**config.mk**
```make
export PLATFORM = sky130hd
export DESIGN_NAME = vic_fetch_top
export DESIGN_NICKNAME = d
export VERILOG_FILES = /design/src/source/vic_reg_pkg.sv /design/src/source/vic_fetch_pkg.sv /design/src/source/vic_if.sv /design/src/source/vic_fetch_seq.sv /design/src/source/vic_fetch_top.sv /design/src/source/vic_pixel_out.sv /design/src/source/vic_reg_decode.sv
export VERILOG_INCLUDE_DIRS = /design/src /design/src/source
export SDC_FILE = /design/constraint.sdc
export NUM_CORES = 1
export LEC_CHECK = 0
export BUFFER_PORTS_ARGS = -buffer_cell sky130_fd_sc_hd__buf_2
export CAP_MARGIN = 20
export CORE_MARGIN = 8
export CORE_UTILIZATION = 40
export DETAILED_ROUTE_END_ITERATION = 7
export RECOVER_POWER = 50
export SLEW_MARGIN = 25
export SYNTH_ARGS = -nofsm -noshare
export SYNTH_HDL_FRONTEND = slang
export SYNTH_HIERARCHICAL = 1
export SYNTH_SLANG_ARGS = --single-unit
```
**constraint.sdc**
```tcl
create_clock -name clk -period 3.7 [get_ports clk]
set_input_delay 0.555 -clock clk [delete_from_list [all_inputs] [get_ports clk]]
set_output_delay 0.555 -clock clk [all_outputs]
set_load 0.05 [all_outputs]
```
**src/source/vic_macros.svh**
```systemverilog
// Video fetch geometry
`ifndef VIC_MACROS_SVH
`define VIC_MACROS_SVH

// ==========================================================================
// Raster geometry
// ==========================================================================

// Characters fetched per text row
`define VIC_COLS 8
// Clocks in one raster line and lines in one frame
`define VIC_LINE_CYCLES 80
`define VIC_LINES 24
// First and last line of the display window
`define VIC_DISP_FIRST 4
`define VIC_DISP_LAST 19

// ==========================================================================
// Fetch timing inside a line
// ==========================================================================

// Line cycle where ba drops on a bad line
`define VIC_BA_CYCLE 4
// First clock of the c-access and g-access bursts
`define VIC_C_START 8
`define VIC_G_START 44
// Clocks per memory access, one per phase
`define VIC_ACC_CYCLES 4

`endif

```
**src/source/vic_reg_pkg.sv**
```systemverilog
// Host register map types

package vic_reg_pkg;

  // ========================================================================
  // Register numbers on the host bus
  // ========================================================================

  // Only four registers are mapped and every other number reads as all ones
  typedef enum logic [5:0] {
    // Control with den in bit 4 and yscroll in bits 2:0
    reg_ctrl    = 6'd17,
    // Current raster line, read only
    reg_raster  = 6'd18,
    // Video matrix base in bits 7:4 and character base in bits 3:1
    reg_memptr  = 6'd24,
    // Background colour in bits 3:0
    reg_bgcolor = 6'd33
  } reg_addr_e;

  // ========================================================================
  // Register fields
  // ========================================================================

  // One colour nibble, as in colour RAM
  typedef logic [3:0] color_t;

  // Video matrix base, placed on DRAM address bits 13:10
  typedef logic [3:0] vm_base_t;

  // Character generator base, placed on DRAM address bits 13:11
  typedef logic [2:0] cb_base_t;

  // Vertical scroll, compared against raster bits 2:0 to find bad lines
  typedef logic [2:0] yscroll_t;

endpackage

```
**src/source/vic_fetch_pkg.sv**
```systemverilog
// Fetch sequencer types

package vic_fetch_pkg;

  // ========================================================================
  // Sequencer encodings
  // ========================================================================

  // Which kind of access burst is running, if any
  typedef enum logic [1:0] {
    st_idle,
    st_c_access,
    st_g_access
  } fetch_state_e;

  // Phase inside one four clock memory access
  typedef enum logic [1:0] {
    // Low address byte out, ras_n low
    ph_row,
    // High address bits out, cas_n low as well
    ph_col,
    // Memory data is sampled at the end of this clock
    ph_data,
    // Both strobes back high
    ph_rel
  } acc_phase_e;

  // One character cell as read by a c-access
  // The colour nibble sits above the code, matching the 12-bit data bus
  typedef struct packed {
    vic_reg_pkg::color_t color;
    logic [7:0]          code;
  } char_entry_t;

endpackage

```
**src/source/vic_if.sv**
```systemverilog
// Configuration and fetch result interfaces
`include "vic_macros.svh"

// Register state seen by the fetch and pixel blocks
interface vic_cfg_if;
  import vic_reg_pkg::*;

  logic       den;
  yscroll_t   yscroll;
  vm_base_t   vm_base;
  cb_base_t   cb_base;
  color_t     bg_color;
  // Raster line coming back from the sequencer for readback
  logic [7:0] raster;

  modport cfg_src (output den, yscroll, vm_base, cb_base, bg_color, input raster);

  modport cfg_fetch (input den, yscroll, vm_base, cb_base, output raster);

  modport cfg_pix (input bg_color);
endinterface

// Fetch results passed from the sequencer to the pixel stage
interface vic_fetch_if;
  import vic_fetch_pkg::*;

  // Character entry from a c-access, one clock wide
  logic                             c_strobe;
  char_entry_t                      c_entry;
  // Glyph pattern from a g-access, one clock wide
  logic                             g_strobe;
  logic [7:0]                       g_pattern;
  // Column of whichever strobe is high
  logic [$clog2(`VIC_COLS)-1:0]     col;
  // First clock of a display-state line inside the window
  logic                             line_start;

  modport src (output c_strobe, c_entry, g_strobe, g_pattern, col, line_start);

  modport sink (input c_strobe, c_entry, g_strobe, g_pattern, col, line_start);
endinterface

```
**src/source/vic_fetch_seq.sv**
```systemverilog
// Raster counters and memory fetch sequencer
`include "vic_macros.svh"

module vic_fetch_seq (
  input  logic         clk,
  input  logic         rst,
  vic_cfg_if.cfg_fetch cfg,
  vic_fetch_if.src     fetch,
  output logic [7:0]   mem_adr,
  input  logic [11:0]  mem_dat,
  output logic         ras_n,
  output logic         cas_n,
  output logic         ba
);
  import vic_fetch_pkg::*;

  localparam int CYC_W = $clog2(`VIC_LINE_CYCLES);
  localparam int COL_W = $clog2(`VIC_COLS);

  // Line cycle landmarks, the bursts are launched one clock early so that
  // the registered state shows the row phase on the start cycle itself
  localparam logic [CYC_W-1:0] CYC_LAST = CYC_W'(`VIC_LINE_CYCLES - 1);
  localparam logic [CYC_W-1:0] CYC_BA   = CYC_W'(`VIC_BA_CYCLE);
  localparam logic [CYC_W-1:0] C_LAUNCH = CYC_W'(`VIC_C_START - 1);
  localparam logic [CYC_W-1:0] G_LAUNCH = CYC_W'(`VIC_G_START - 1);
  localparam logic [CYC_W-1:0] C_END    =
    CYC_W'(`VIC_C_START + `VIC_COLS * `VIC_ACC_CYCLES);
  localparam logic [7:0]       RAS_LAST  = 8'(`VIC_LINES - 1);
  localparam logic [7:0]       WIN_FIRST = 8'(`VIC_DISP_FIRST);
  localparam logic [7:0]       WIN_LAST  = 8'(`VIC_DISP_LAST);
  localparam logic [COL_W-1:0] COL_LAST  = COL_W'(`VIC_COLS - 1);

  logic [CYC_W-1:0] cycle;
  logic [7:0]       raster;
  // Video counter at the start of the current text row
  logic [9:0]       vc_base;
  logic [2:0]       rc;
  logic             display_state;
  fetch_state_e     state;
  acc_phase_e       phase;
  logic [COL_W-1:0] col;
  // Character codes of the current text row, reused by every g-access
  logic [7:0]       code_buf [`VIC_COLS];
  logic [13:0]      acc_addr;
  logic             in_window;
  logic             bad_line;
  logic             disp_line;
  logic             line_end;
  logic             frame_end;

  // ========================================================================
  // Raster position and display state
  // ========================================================================

  assign line_end  = (cycle == CYC_LAST);
  assign frame_end = line_end && (raster == RAS_LAST);
  assign in_window = (raster >= WIN_FIRST) && (raster <= WIN_LAST);
  assign bad_line  = in_window && cfg.den && (raster[2:0] == cfg.yscroll);
  // A bad line counts as a display line even before display_state is set
  assign disp_line = in_window && (display_state || bad_line);

  always_ff @(posedge clk) begin
    if (rst) begin
      cycle         <= '0;
      raster        <= '0;
      vc_base       <= '0;
      rc            <= '0;
      display_state <= 1'b0;
    end else begin
      cycle <= line_end ? '0 : cycle + 1'b1;
      if (line_end) begin
        raster <= (raster == RAS_LAST) ? '0 : raster + 1'b1;
      end
      // Display state lives until the frame wraps
      if (frame_end) begin
        display_state <= 1'b0;
      end else if (bad_line) begin
        display_state <= 1'b1;
      end
      // Each bad line moves the text row on by one row of characters
      if (frame_end) begin
        vc_base <= '0;
      end else if (bad_line && line_end) begin
        vc_base <= vc_base + 10'(`VIC_COLS);
      end
      // Row counter restarts on a bad line and wraps at 7 by width
      if (cycle == '0) begin
        if (bad_line) begin
          rc <= '0;
        end else if (disp_line) begin
          rc <= rc + 1'b1;
        end
      end
    end
  end

  assign cfg.raster = raster;

  // ========================================================================
  // Access sequencer
  // ========================================================================

  always_ff @(posedge clk) begin
    if (rst) begin
      state <= st_idle;
      phase <= ph_row;
      col   <= '0;
    end else begin
      case (state)
        st_idle: begin
          phase <= ph_row;
          col   <= '0;
          if (cycle == C_LAUNCH && bad_line) begin
            state <= st_c_access;
          end else if (cycle == G_LAUNCH && disp_line) begin
            state <= st_g_access;
          end
        end
        default: begin
          case (phase)
            ph_row:  phase <= ph_col;
            ph_col:  phase <= ph_data;
            ph_data: phase <= ph_rel;
            default: begin
              // End of one access, move to the next column or stop
              phase <= ph_row;
              if (col == COL_LAST) begin
                state <= st_idle;
              end else begin
                col <= col + 1'b1;
              end
            end
          endcase
        end
      endcase
    end
  end

  // c-access reads the video matrix, g-access reads the glyph row
  assign acc_addr = (state == st_c_access) ?
                    {cfg.vm_base, vc_base + 10'(col)} :
                    {cfg.cb_base, code_buf[col], rc};

  // Multiplexed address, low byte first and then the top six bits
  always_comb begin
    if (state == st_idle) begin
      mem_adr = 8'h00;
    end else if (phase == ph_row) begin
      mem_adr = acc_addr[7:0];
    end else begin
      mem_adr = {2'b00, acc_addr[13:8]};
    end
  end

  assign ras_n = !((state != st_idle) && (phase != ph_rel));
  assign cas_n = !((state != st_idle) && ((phase == ph_col) || (phase == ph_data)));

  // ba warns the host from its cycle until the last c-access is done
  assign ba = !(bad_line && (cycle >= CYC_BA) && (cycle < C_END));

  // ========================================================================
  // Captured data and result strobes
  // ========================================================================

  always_ff @(posedge clk) begin
    if (rst) begin
      fetch.c_strobe <= 1'b0;
      fetch.g_strobe <= 1'b0;
    end else begin
      fetch.c_strobe <= (state == st_c_access) && (phase == ph_data);
      fetch.g_strobe <= (state == st_g_access) && (phase == ph_data);
    end
  end

  always_ff @(posedge clk) begin
    if (phase == ph_data) begin
      fetch.col <= col;
      if (state == st_c_access) begin
        code_buf[col] <= mem_dat[7:0];
        fetch.c_entry <= mem_dat;
      end
      fetch.g_pattern <= mem_dat[7:0];
    end
  end

  assign fetch.line_start = (cycle == '0) && disp_line;

endmodule

```
**src/source/vic_fetch_top.sv**
```systemverilog
// Video fetch core top level

module vic_fetch_top (
  input  logic        clk,
  input  logic        rst,
  // Host register bus
  input  logic        cs_n,
  input  logic        rw,
  input  logic [5:0]  reg_adr,
  input  logic [7:0]  reg_din,
  output logic [7:0]  reg_dout,
  // Multiplexed DRAM bus
  output logic [7:0]  mem_adr,
  input  logic [11:0] mem_dat,
  output logic        ras_n,
  output logic        cas_n,
  output logic        ba,
  // Two pixels per clock
  output logic [7:0]  pix_color,
  output logic        pix_valid
);

  vic_cfg_if   u_cfg_if ();
  vic_fetch_if u_fetch_if ();

  // Decode stage holds the registers
  vic_reg_decode u_reg_decode (
    .clk      (clk),
    .rst      (rst),
    .cs_n     (cs_n),
    .rw       (rw),
    .reg_adr  (reg_adr),
    .reg_din  (reg_din),
    .reg_dout (reg_dout),
    .cfg      (u_cfg_if.cfg_src)
  );

  // Execute stage runs the raster and the memory accesses
  vic_fetch_seq u_fetch_seq (
    .clk     (clk),
    .rst     (rst),
    .cfg     (u_cfg_if.cfg_fetch),
    .fetch   (u_fetch_if.src),
    .mem_adr (mem_adr),
    .mem_dat (mem_dat),
    .ras_n   (ras_n),
    .cas_n   (cas_n),
    .ba      (ba)
  );

  // Result stage turns patterns into pixels
  vic_pixel_out u_pixel_out (
    .clk       (clk),
    .rst       (rst),
    .cfg       (u_cfg_if.cfg_pix),
    .fetch     (u_fetch_if.sink),
    .pix_color (pix_color),
    .pix_valid (pix_valid)
  );

endmodule

```
**src/source/vic_pixel_out.sv**
```systemverilog
// Pattern shifter and pixel colour
`include "vic_macros.svh"

module vic_pixel_out (
  input  logic       clk,
  input  logic       rst,
  vic_cfg_if.cfg_pix cfg,
  vic_fetch_if.sink  fetch,
  output logic [7:0] pix_color,
  output logic       pix_valid
);
  import vic_reg_pkg::*;
  import vic_fetch_pkg::*;

  // Character entries of the current text row
  char_entry_t line_buf [`VIC_COLS];

  // Glyph bits still to go out, two per clock from the top
  logic [7:0] shifter;
  // Foreground colour of the character being shown
  color_t     fg_color;
  // Pixel pair number within the current glyph
  logic [1:0] pair_cnt;
  logic       active;

  // ========================================================================
  // Character line buffer
  // ========================================================================

  // Written on bad lines only, later lines of the row reuse the contents
  always_ff @(posedge clk) begin
    if (fetch.c_strobe) begin
      line_buf[fetch.col] <= fetch.c_entry;
    end
  end

  // ========================================================================
  // Shifter
  // ========================================================================

  // Payload side, loaded on every pattern and shifted while active
  always_ff @(posedge clk) begin
    if (fetch.g_strobe) begin
      shifter  <= fetch.g_pattern;
      fg_color <= line_buf[fetch.col].color;
    end else if (active) begin
      shifter <= {shifter[5:0], 2'b00};
    end
  end

  // The next pattern arrives on the clock of the last pair, so the
  // stream runs without a gap across the columns of a line
  always_ff @(posedge clk) begin
    if (rst) begin
      active   <= 1'b0;
      pair_cnt <= '0;
    end else if (fetch.g_strobe) begin
      active   <= 1'b1;
      pair_cnt <= '0;
    end else if (fetch.line_start) begin
      // Nothing from the previous line may leak into a new one
      active   <= 1'b0;
      pair_cnt <= '0;
    end else if (active) begin
      pair_cnt <= pair_cnt + 1'b1;
      if (pair_cnt == 2'd3) begin
        active <= 1'b0;
      end
    end
  end

  // ========================================================================
  // Colour selection
  // ========================================================================

  // First pixel of the pair in the high nibble
  // A set bit shows the character colour and a clear bit the background
  assign pix_color = {shifter[7] ? fg_color : cfg.bg_color,
                      shifter[6] ? fg_color : cfg.bg_color};
  assign pix_valid = active;

endmodule

```
**src/source/vic_reg_decode.sv**
```systemverilog
// Host register decode

module vic_reg_decode (
  input  logic       clk,
  input  logic       rst,
  input  logic       cs_n,
  input  logic       rw,
  input  logic [5:0] reg_adr,
  input  logic [7:0] reg_din,
  output logic [7:0] reg_dout,
  vic_cfg_if.cfg_src cfg
);
  import vic_reg_pkg::*;

  // Stored register fields, only the bits that have a meaning are kept
  logic       den_q;
  yscroll_t   yscroll_q;
  vm_base_t   vm_base_q;
  cb_base_t   cb_base_q;
  color_t     bg_color_q;
  logic [7:0] rd_data;

  // ========================================================================
  // Register writes
  // ========================================================================

  // A write lands on any clock where both cs_n and rw are low
  always_ff @(posedge clk) begin
    if (rst) begin
      den_q      <= 1'b0;
      yscroll_q  <= '0;
      vm_base_q  <= '0;
      cb_base_q  <= '0;
      bg_color_q <= '0;
    end else if (!cs_n && !rw) begin
      case (reg_addr_e'(reg_adr))
        reg_ctrl: begin
          den_q     <= reg_din[4];
          yscroll_q <= reg_din[2:0];
        end
        reg_memptr: begin
          vm_base_q <= reg_din[7:4];
          cb_base_q <= reg_din[3:1];
        end
        reg_bgcolor: bg_color_q <= reg_din[3:0];
        // The raster register and unmapped numbers ignore writes
        default: ;
      endcase
    end
  end

  // ========================================================================
  // Readback
  // ========================================================================

  // Unused bit positions read as zero
  always_comb begin
    case (reg_addr_e'(reg_adr))
      reg_ctrl:    rd_data = {3'b000, den_q, 1'b0, yscroll_q};
      reg_raster:  rd_data = cfg.raster;
      reg_memptr:  rd_data = {vm_base_q, cb_base_q, 1'b0};
      reg_bgcolor: rd_data = {4'h0, bg_color_q};
      default:     rd_data = 8'hff;
    endcase
  end

  // Read data shows up one clock after the read and holds until the next one
  always_ff @(posedge clk) begin
    if (rst) begin
      reg_dout <= 8'h00;
    end else if (!cs_n && rw) begin
      reg_dout <= rd_data;
    end
  end

  // Fields out to the fetch and pixel blocks
  assign cfg.den      = den_q;
  assign cfg.yscroll  = yscroll_q;
  assign cfg.vm_base  = vm_base_q;
  assign cfg.cb_base  = cb_base_q;
  assign cfg.bg_color = bg_color_q;

endmodule

```
Word-level counts from Yosys, hierarchy flattened
Memory sizes are Yosys's and may differ from the RTL's. A register that Yosys moved wholly into a read port is not among the register bits.
Index checks and enable logic that the tools add are counted.
{"block": "word_totals", "n_memories": 2, "output_inout_bits": 28, "word_cells": 127, "reg_bits": 95, "ramBits": 160}
{"memory": "u_pixel_out.line_buf", "depth": 8, "word_bits": 12, "read_ports": 1, "rd_ports_with_merged_regs": 1, "write_ports": 1, "line_no": "vic_pixel_out.sv:16", "source": "char_entry_t line_buf [`VIC_COLS];"}
{"memory": "u_fetch_seq.code_buf", "depth": 8, "word_bits": 8, "read_ports": 1, "rd_ports_with_merged_regs": 1, "write_ports": 1, "line_no": "vic_fetch_seq.sv:43", "source": "logic [7:0] code_buf [`VIC_COLS];"}
{"block": "classes", "n_addsub": 7, "n_mux": 28, "reduce_logical": 43, "bitwise_logic": 2, "n_eq_ne": 18, "n_lt_le_gt_ge": 4}
{"cell": "$mux 8", "n": 5}
{"cell": "$pmux 8 s4", "n": 1}
{"cell": "$eq 6x5->1 const B", "n": 3}
{"cell": "$logic_and 1x1->1", "n": 17}
{"cell": "$mux 14", "n": 1}
{"cell": "$mux 3", "n": 4}
{"cell": "$reduce_and 2->1", "n": 6}
{"cell": "$add 10x3->10", "n": 1}
{"cell": "$add 10x4->10 const B", "n": 1}
{"cell": "$mux 2", "n": 5}
{"cell": "$mux 1", "n": 9}
{"cell": "$add 8x1->8 const B", "n": 1}
{"cell": "$eq 8x5->1 const B", "n": 1}
{"cell": "$ge 8x3->1 const B", "n": 1}
{"cell": "$le 8x5->1 const B", "n": 1}
{"cell": "$mux 4", "n": 2}
{"cell": "$reduce_bool 2->1", "n": 4}
{"cell": "$add 7x1->7 const B", "n": 1}
{"cell": "$eq 7x3->1 const B", "n": 1}
{"cell": "$eq 7x6->1 const B", "n": 1}
{"cell": "$eq 7x7->1 const B", "n": 1}
{"cell": "$ge 7x3->1 const B", "n": 1}
{"cell": "$logic_not 7->1", "n": 1}
{"cell": "$lt 7x6->1 const B", "n": 1}
{"cell": "other kinds (18)", "n": 32}

Longest topological paths before layout
{"block": "depth", "depth_word": 10, "mapped_depth": 8, "mapped_depth_nobuf": 7}

By module
The synthesis kept the hierarchy.
{"module": "vic_fetch_seq", "cells_each": 399, "instances": 1, "area_each_um2": 5480.3}
{"module": "vic_pixel_out", "cells_each": 115, "instances": 1, "area_each_um2": 1980.6}
{"module": "vic_reg_decode", "cells_each": 111, "instances": 1, "area_each_um2": 1018.5}

Worst setup path before layout
No wires, ideal clock.
{"block": "synth_path", "path_kind": "register to output", "start": "register u_fetch_seq.phase[0]", "end": "output mem_adr[3]", "arrival_ns": 1.975, "path_slack_ns": 1.170, "path_stages_with_launch": 7, "cell_sequence": "dfxtp_1 -> inv_1 -> ha_1 -> clkbuf_1 -> clkbuf_1 -> o21ai_0 -> o22ai_1"}
{"block": "synth_between", "elab_chain_len": 3}
{"element": "start: declaration", "line_no": "vic_fetch_seq.sv:40", "source": "acc_phase_e phase;"}
{"element": "start signal: assignment", "line_no": "vic_fetch_seq.sv:106", "source": "phase <= ph_row;"}
{"element": "start signal: assignment", "line_no": "vic_fetch_seq.sv:111", "source": "phase <= ph_row;"}
{"element": "start signal: assignment", "line_no": "vic_fetch_seq.sv:121", "source": "ph_row: phase <= ph_col;"}
{"element": "$logic_not 2->1", "line_no": "vic_fetch_seq.sv:148", "source": "end else if (phase == ph_row) begin"}
{"element": "$mux 8", "line_no": "vic_fetch_seq.sv:148"}
{"element": "$mux 8", "line_no": "vic_fetch_seq.sv:146", "source": "if (state == st_idle) begin"}
{"element": "end: declaration", "line_no": "vic_fetch_top.sv:13", "source": "output logic [7:0] mem_adr,"}
No other way between the ends.

==> summary.md <==
| Metric | Value |
|---|---|
| Outcome | completed |
| Drt total wl | 18500 um |
| Crit Path Category | register to output pin |
| Initial antenna violation count | 0 |
| Die Area | 0.0254 mm2 |
| Die width | 160 um |
| VDD IR max | 0.273 mV |
| Comb power frac | 2.7% |
| Total CTS buffers | 17 |
| Max Cap Viol | 0 |
| Pins Over Slew Limit | 0 |
| First-pass GRT wire length | 29500 um |
| Die H | 160 um |
| Initial drt markers | 383 |
| Syn Inst Count | 617 |
| Clock power frac | 44.1% |
| Largest net degree at the start of global routing | 47 |
| Row count | 52 |
| Hold Crit Class | input pin to register |
| Nets | 708 |
| DR pass1 iterations | 5 |
| DRC Markers | 0 |
| CTS Buffer Depth | 2 |
| Num ports | 58 |
| Sw frac | 22.8% |
| Post-DP HPWL | 13300 um |
| Post-CTS Hold Buffers | 0 |
| Crit-path max FO | 9 |
| Worst r2r src | u_fetch_seq/phase[0] |
| Crit path arrival time | 2.71 ns |
| Port Buffer Count | 57 |
| RSZ-0062 raised after global routing | no |
| Area growth, synth to finish | 13.0% |
| Rel. slew slack | 31.2% |
| ANT cells | 0 |
| P_leak | 3.16 nW |
| Min-delay src | mem_dat[8] |
| Clock skew | 0.00991 ns |
| # fillers | 1809 |
| Mean Syn Cell Area | 13.4 um2 |
| DR vias/cell | 5.51 |
| Setup violations, final | 0 |
| Ys Warns | 6 |
| WL per Instance | 19.5 um |
| CORE AREA | 0.0202 mm2 |
| Clock root buffer | clkbuf_16 |
| Final cell count without fillers | 948 |
| Ratio of cells with drive above 1 in the final layout | 19.5% |
| Crit share post-route | 88.3% |
| Number of placed cells counting well taps | 916 |
| Fin. Hold Viols | 0 |
| Maximum operating frequency | 306 MHz |
| Global placer's final weighted congestion | 0.804 |
| CTS tree | yes |
| Vias | 5224 |
| CP endpoint kind | output pin |
| PD cells | 449 mW/mm2 |
| Critical Path Start Type | register |
| Clock-pin transition on the worst setup and hold timing paths | 0.08 ns |
| Seq pwr share | 53.2% |
| NetSw | 0.000955 W |
| Internal cell power | 0.00323 W |
| Area of the mapped netlist | 0.00824 mm2 |
| Worst-margin pin slew | 1.02 ns |
| ANT nets after route | 0 |
| CTS sink count | 187 |
| # Post-CTS Setup Buffers | 0 |
| Vias in the first global route | 5303 |
| Clk_lat worst skew | 0.43 ns |
| Final hold slack | 0.292 ns |
| Setup TNS | 0 ns |
| PostCTS Resize Cnt | 0 |
| Grt ovf | 0 |
| Overall Global Routing Usage | 14.7% |
| Initial core utilization | 40.7% |
| Min cycle time layout | 3.27 ns |
| Critical path required time | 3.14 ns |
| CTS H-tree lvls | 4 |
| Syn nets | 660 |
==> power groups by stage <==
stage	logic (W)	clock network [W]	registers, W
floorplan	0.0000437	0	0.00229
global placement	0.000111	0	0.00227
detailed placement	0.000115	0	0.00227
CTS	0.000115	0.00189	0.00223
global route	0.000120	0.00197	0.00223
finish	0.000111	0.00185	0.00223
==> worst max-delay path, stage by stage (launching register included) <==
cell	delay, ns
dfxtp_1	0.68
mux4_2	0.56
nor2b_1	0.15
a211oi_1	0.44
o22ai_1	0.19
buf_2	0.25
==> layout by cell type (no fill, tap or decap), types with 3 or more instances in the layout <==
| cell type | instances |
|---|---|
| mux2_2 | 19 |
| xor2_1 | 7 |
| nor3_1 | 16 |
| xnor2_1 | 8 |
| ha_1 | 13 |
| clkbuf_16 | 17 |
| inv_8 | 5 |
| edfxtp_1 | 123 |
| o211ai_1 | 8 |
| nand4_1 | 6 |
| mux2i_1 | 25 |
| nor4_1 | 11 |
| buf_4 | 8 |
| nand3b_1 | 6 |
| or4_1 | 3 |
| inv_1 | 15 |
| nand2_1 | 24 |
| nand3_1 | 18 |
| mux4_2 | 16 |
| a21oi_1 | 21 |
| and2_1 | 3 |
| clkbuf_1 | 18 |
| buf_2 | 40 |
| o31ai_1 | 5 |
| o21ai_0 | 12 |
| mux4_1 | 4 |
| inv_6 | 3 |
| a222oi_1 | 3 |
| a22oi_1 | 4 |
| dfxtp_1 | 64 |
| nor2b_1 | 13 |
| nand2b_1 | 7 |
| a311oi_1 | 8 |
| a211oi_1 | 6 |
| and3_1 | 4 |
| nor2_1 | 48 |
| and4b_1 | 3 |
| xnor2_2 | 3 |
| nand4b_1 | 3 |
| o22ai_1 | 6 |
==> flip-flops by register name, indices dropped and copies added (netlist names), 3 cells and up, named ones only <==
signal and cells:
u_pixel_out/shifter 8, u_fetch_seq/cycle 7, u_reg_decode/cfg.vm_base 4, u_fetch_seq/col 3, u_reg_decode/reg_dout 8, u_fetch_seq/code_buf 64, u_pixel_out/line_buf 32, u_fetch_seq/fetch.c_entry 4
u_fetch_seq/fetch.col 3, u_fetch_seq/fetch.g_pattern 8, u_reg_decode/cfg.bg_color 4, u_fetch_seq/cfg.raster 8, u_fetch_seq/vc_base 7, u_fetch_seq/rc 3, u_reg_decode/cfg.yscroll 3, u_reg_decode/cfg.cb_base 3
u_pixel_out/fg_color 4
==> worst paths after layout <==
kind / endpoint / cells past startpoint / slack [ns]
worst min register to register: u_reg_decode/cfg.cb_base[2] / 2 / 0.49
worst max register to register: u_fetch_seq/code_buf[6][7] / 6 / 0.93
worst min-delay path: u_fetch_seq/fetch.c_entry[8] / 1 / 0.29
worst max-delay path: mem_adr[3] / 5 / 0.43
==> metrics by stage <==
| step | power [W] | area [um2] | utilization, % | setup slack [ns] |
|---|---|---|---|---|
| after floorplan | 0.00234 | 8240 | - | 1.17 |
| final | 0.00418 | 9310 | 46.0 | 0.434 |
| after CTS | 0.00423 | 9340 | 46.1 | 0.411 |
| after global placement | 0.00238 | 8730 | 43.1 | 0.908 |
| after global routing | 0.00432 | 9310 | 46.0 | 0.256 |
| after detailed placement | 0.00239 | 8730 | 43.1 | 0.886 |
==> metal layers <==
metal	share of wire, %	vias to the layer above	global-route usage [%]
met5	0	-	0
met4	1.4	0	4.93
met3	5.6	19	3.67
met2	51	144	25.1
met1	42	2593	17.8
li1	-	2468	-
==> cell type report <==
class / instances / area [um2] / area share, %
flip-flops and latches: 187 / 4970 / 53.5
clock buffers: 17 / 425 / 4.57
clock inverters: 15 / 186 / 2.00
multi-input cells: 378 / 3000 / 32.2
inverters: 15 / 56.3 / 0.605
well taps: 270 / 338 / 3.63
repair buffers: 66 / 328 / 3.52
Power figures use the tool's default switching activity.
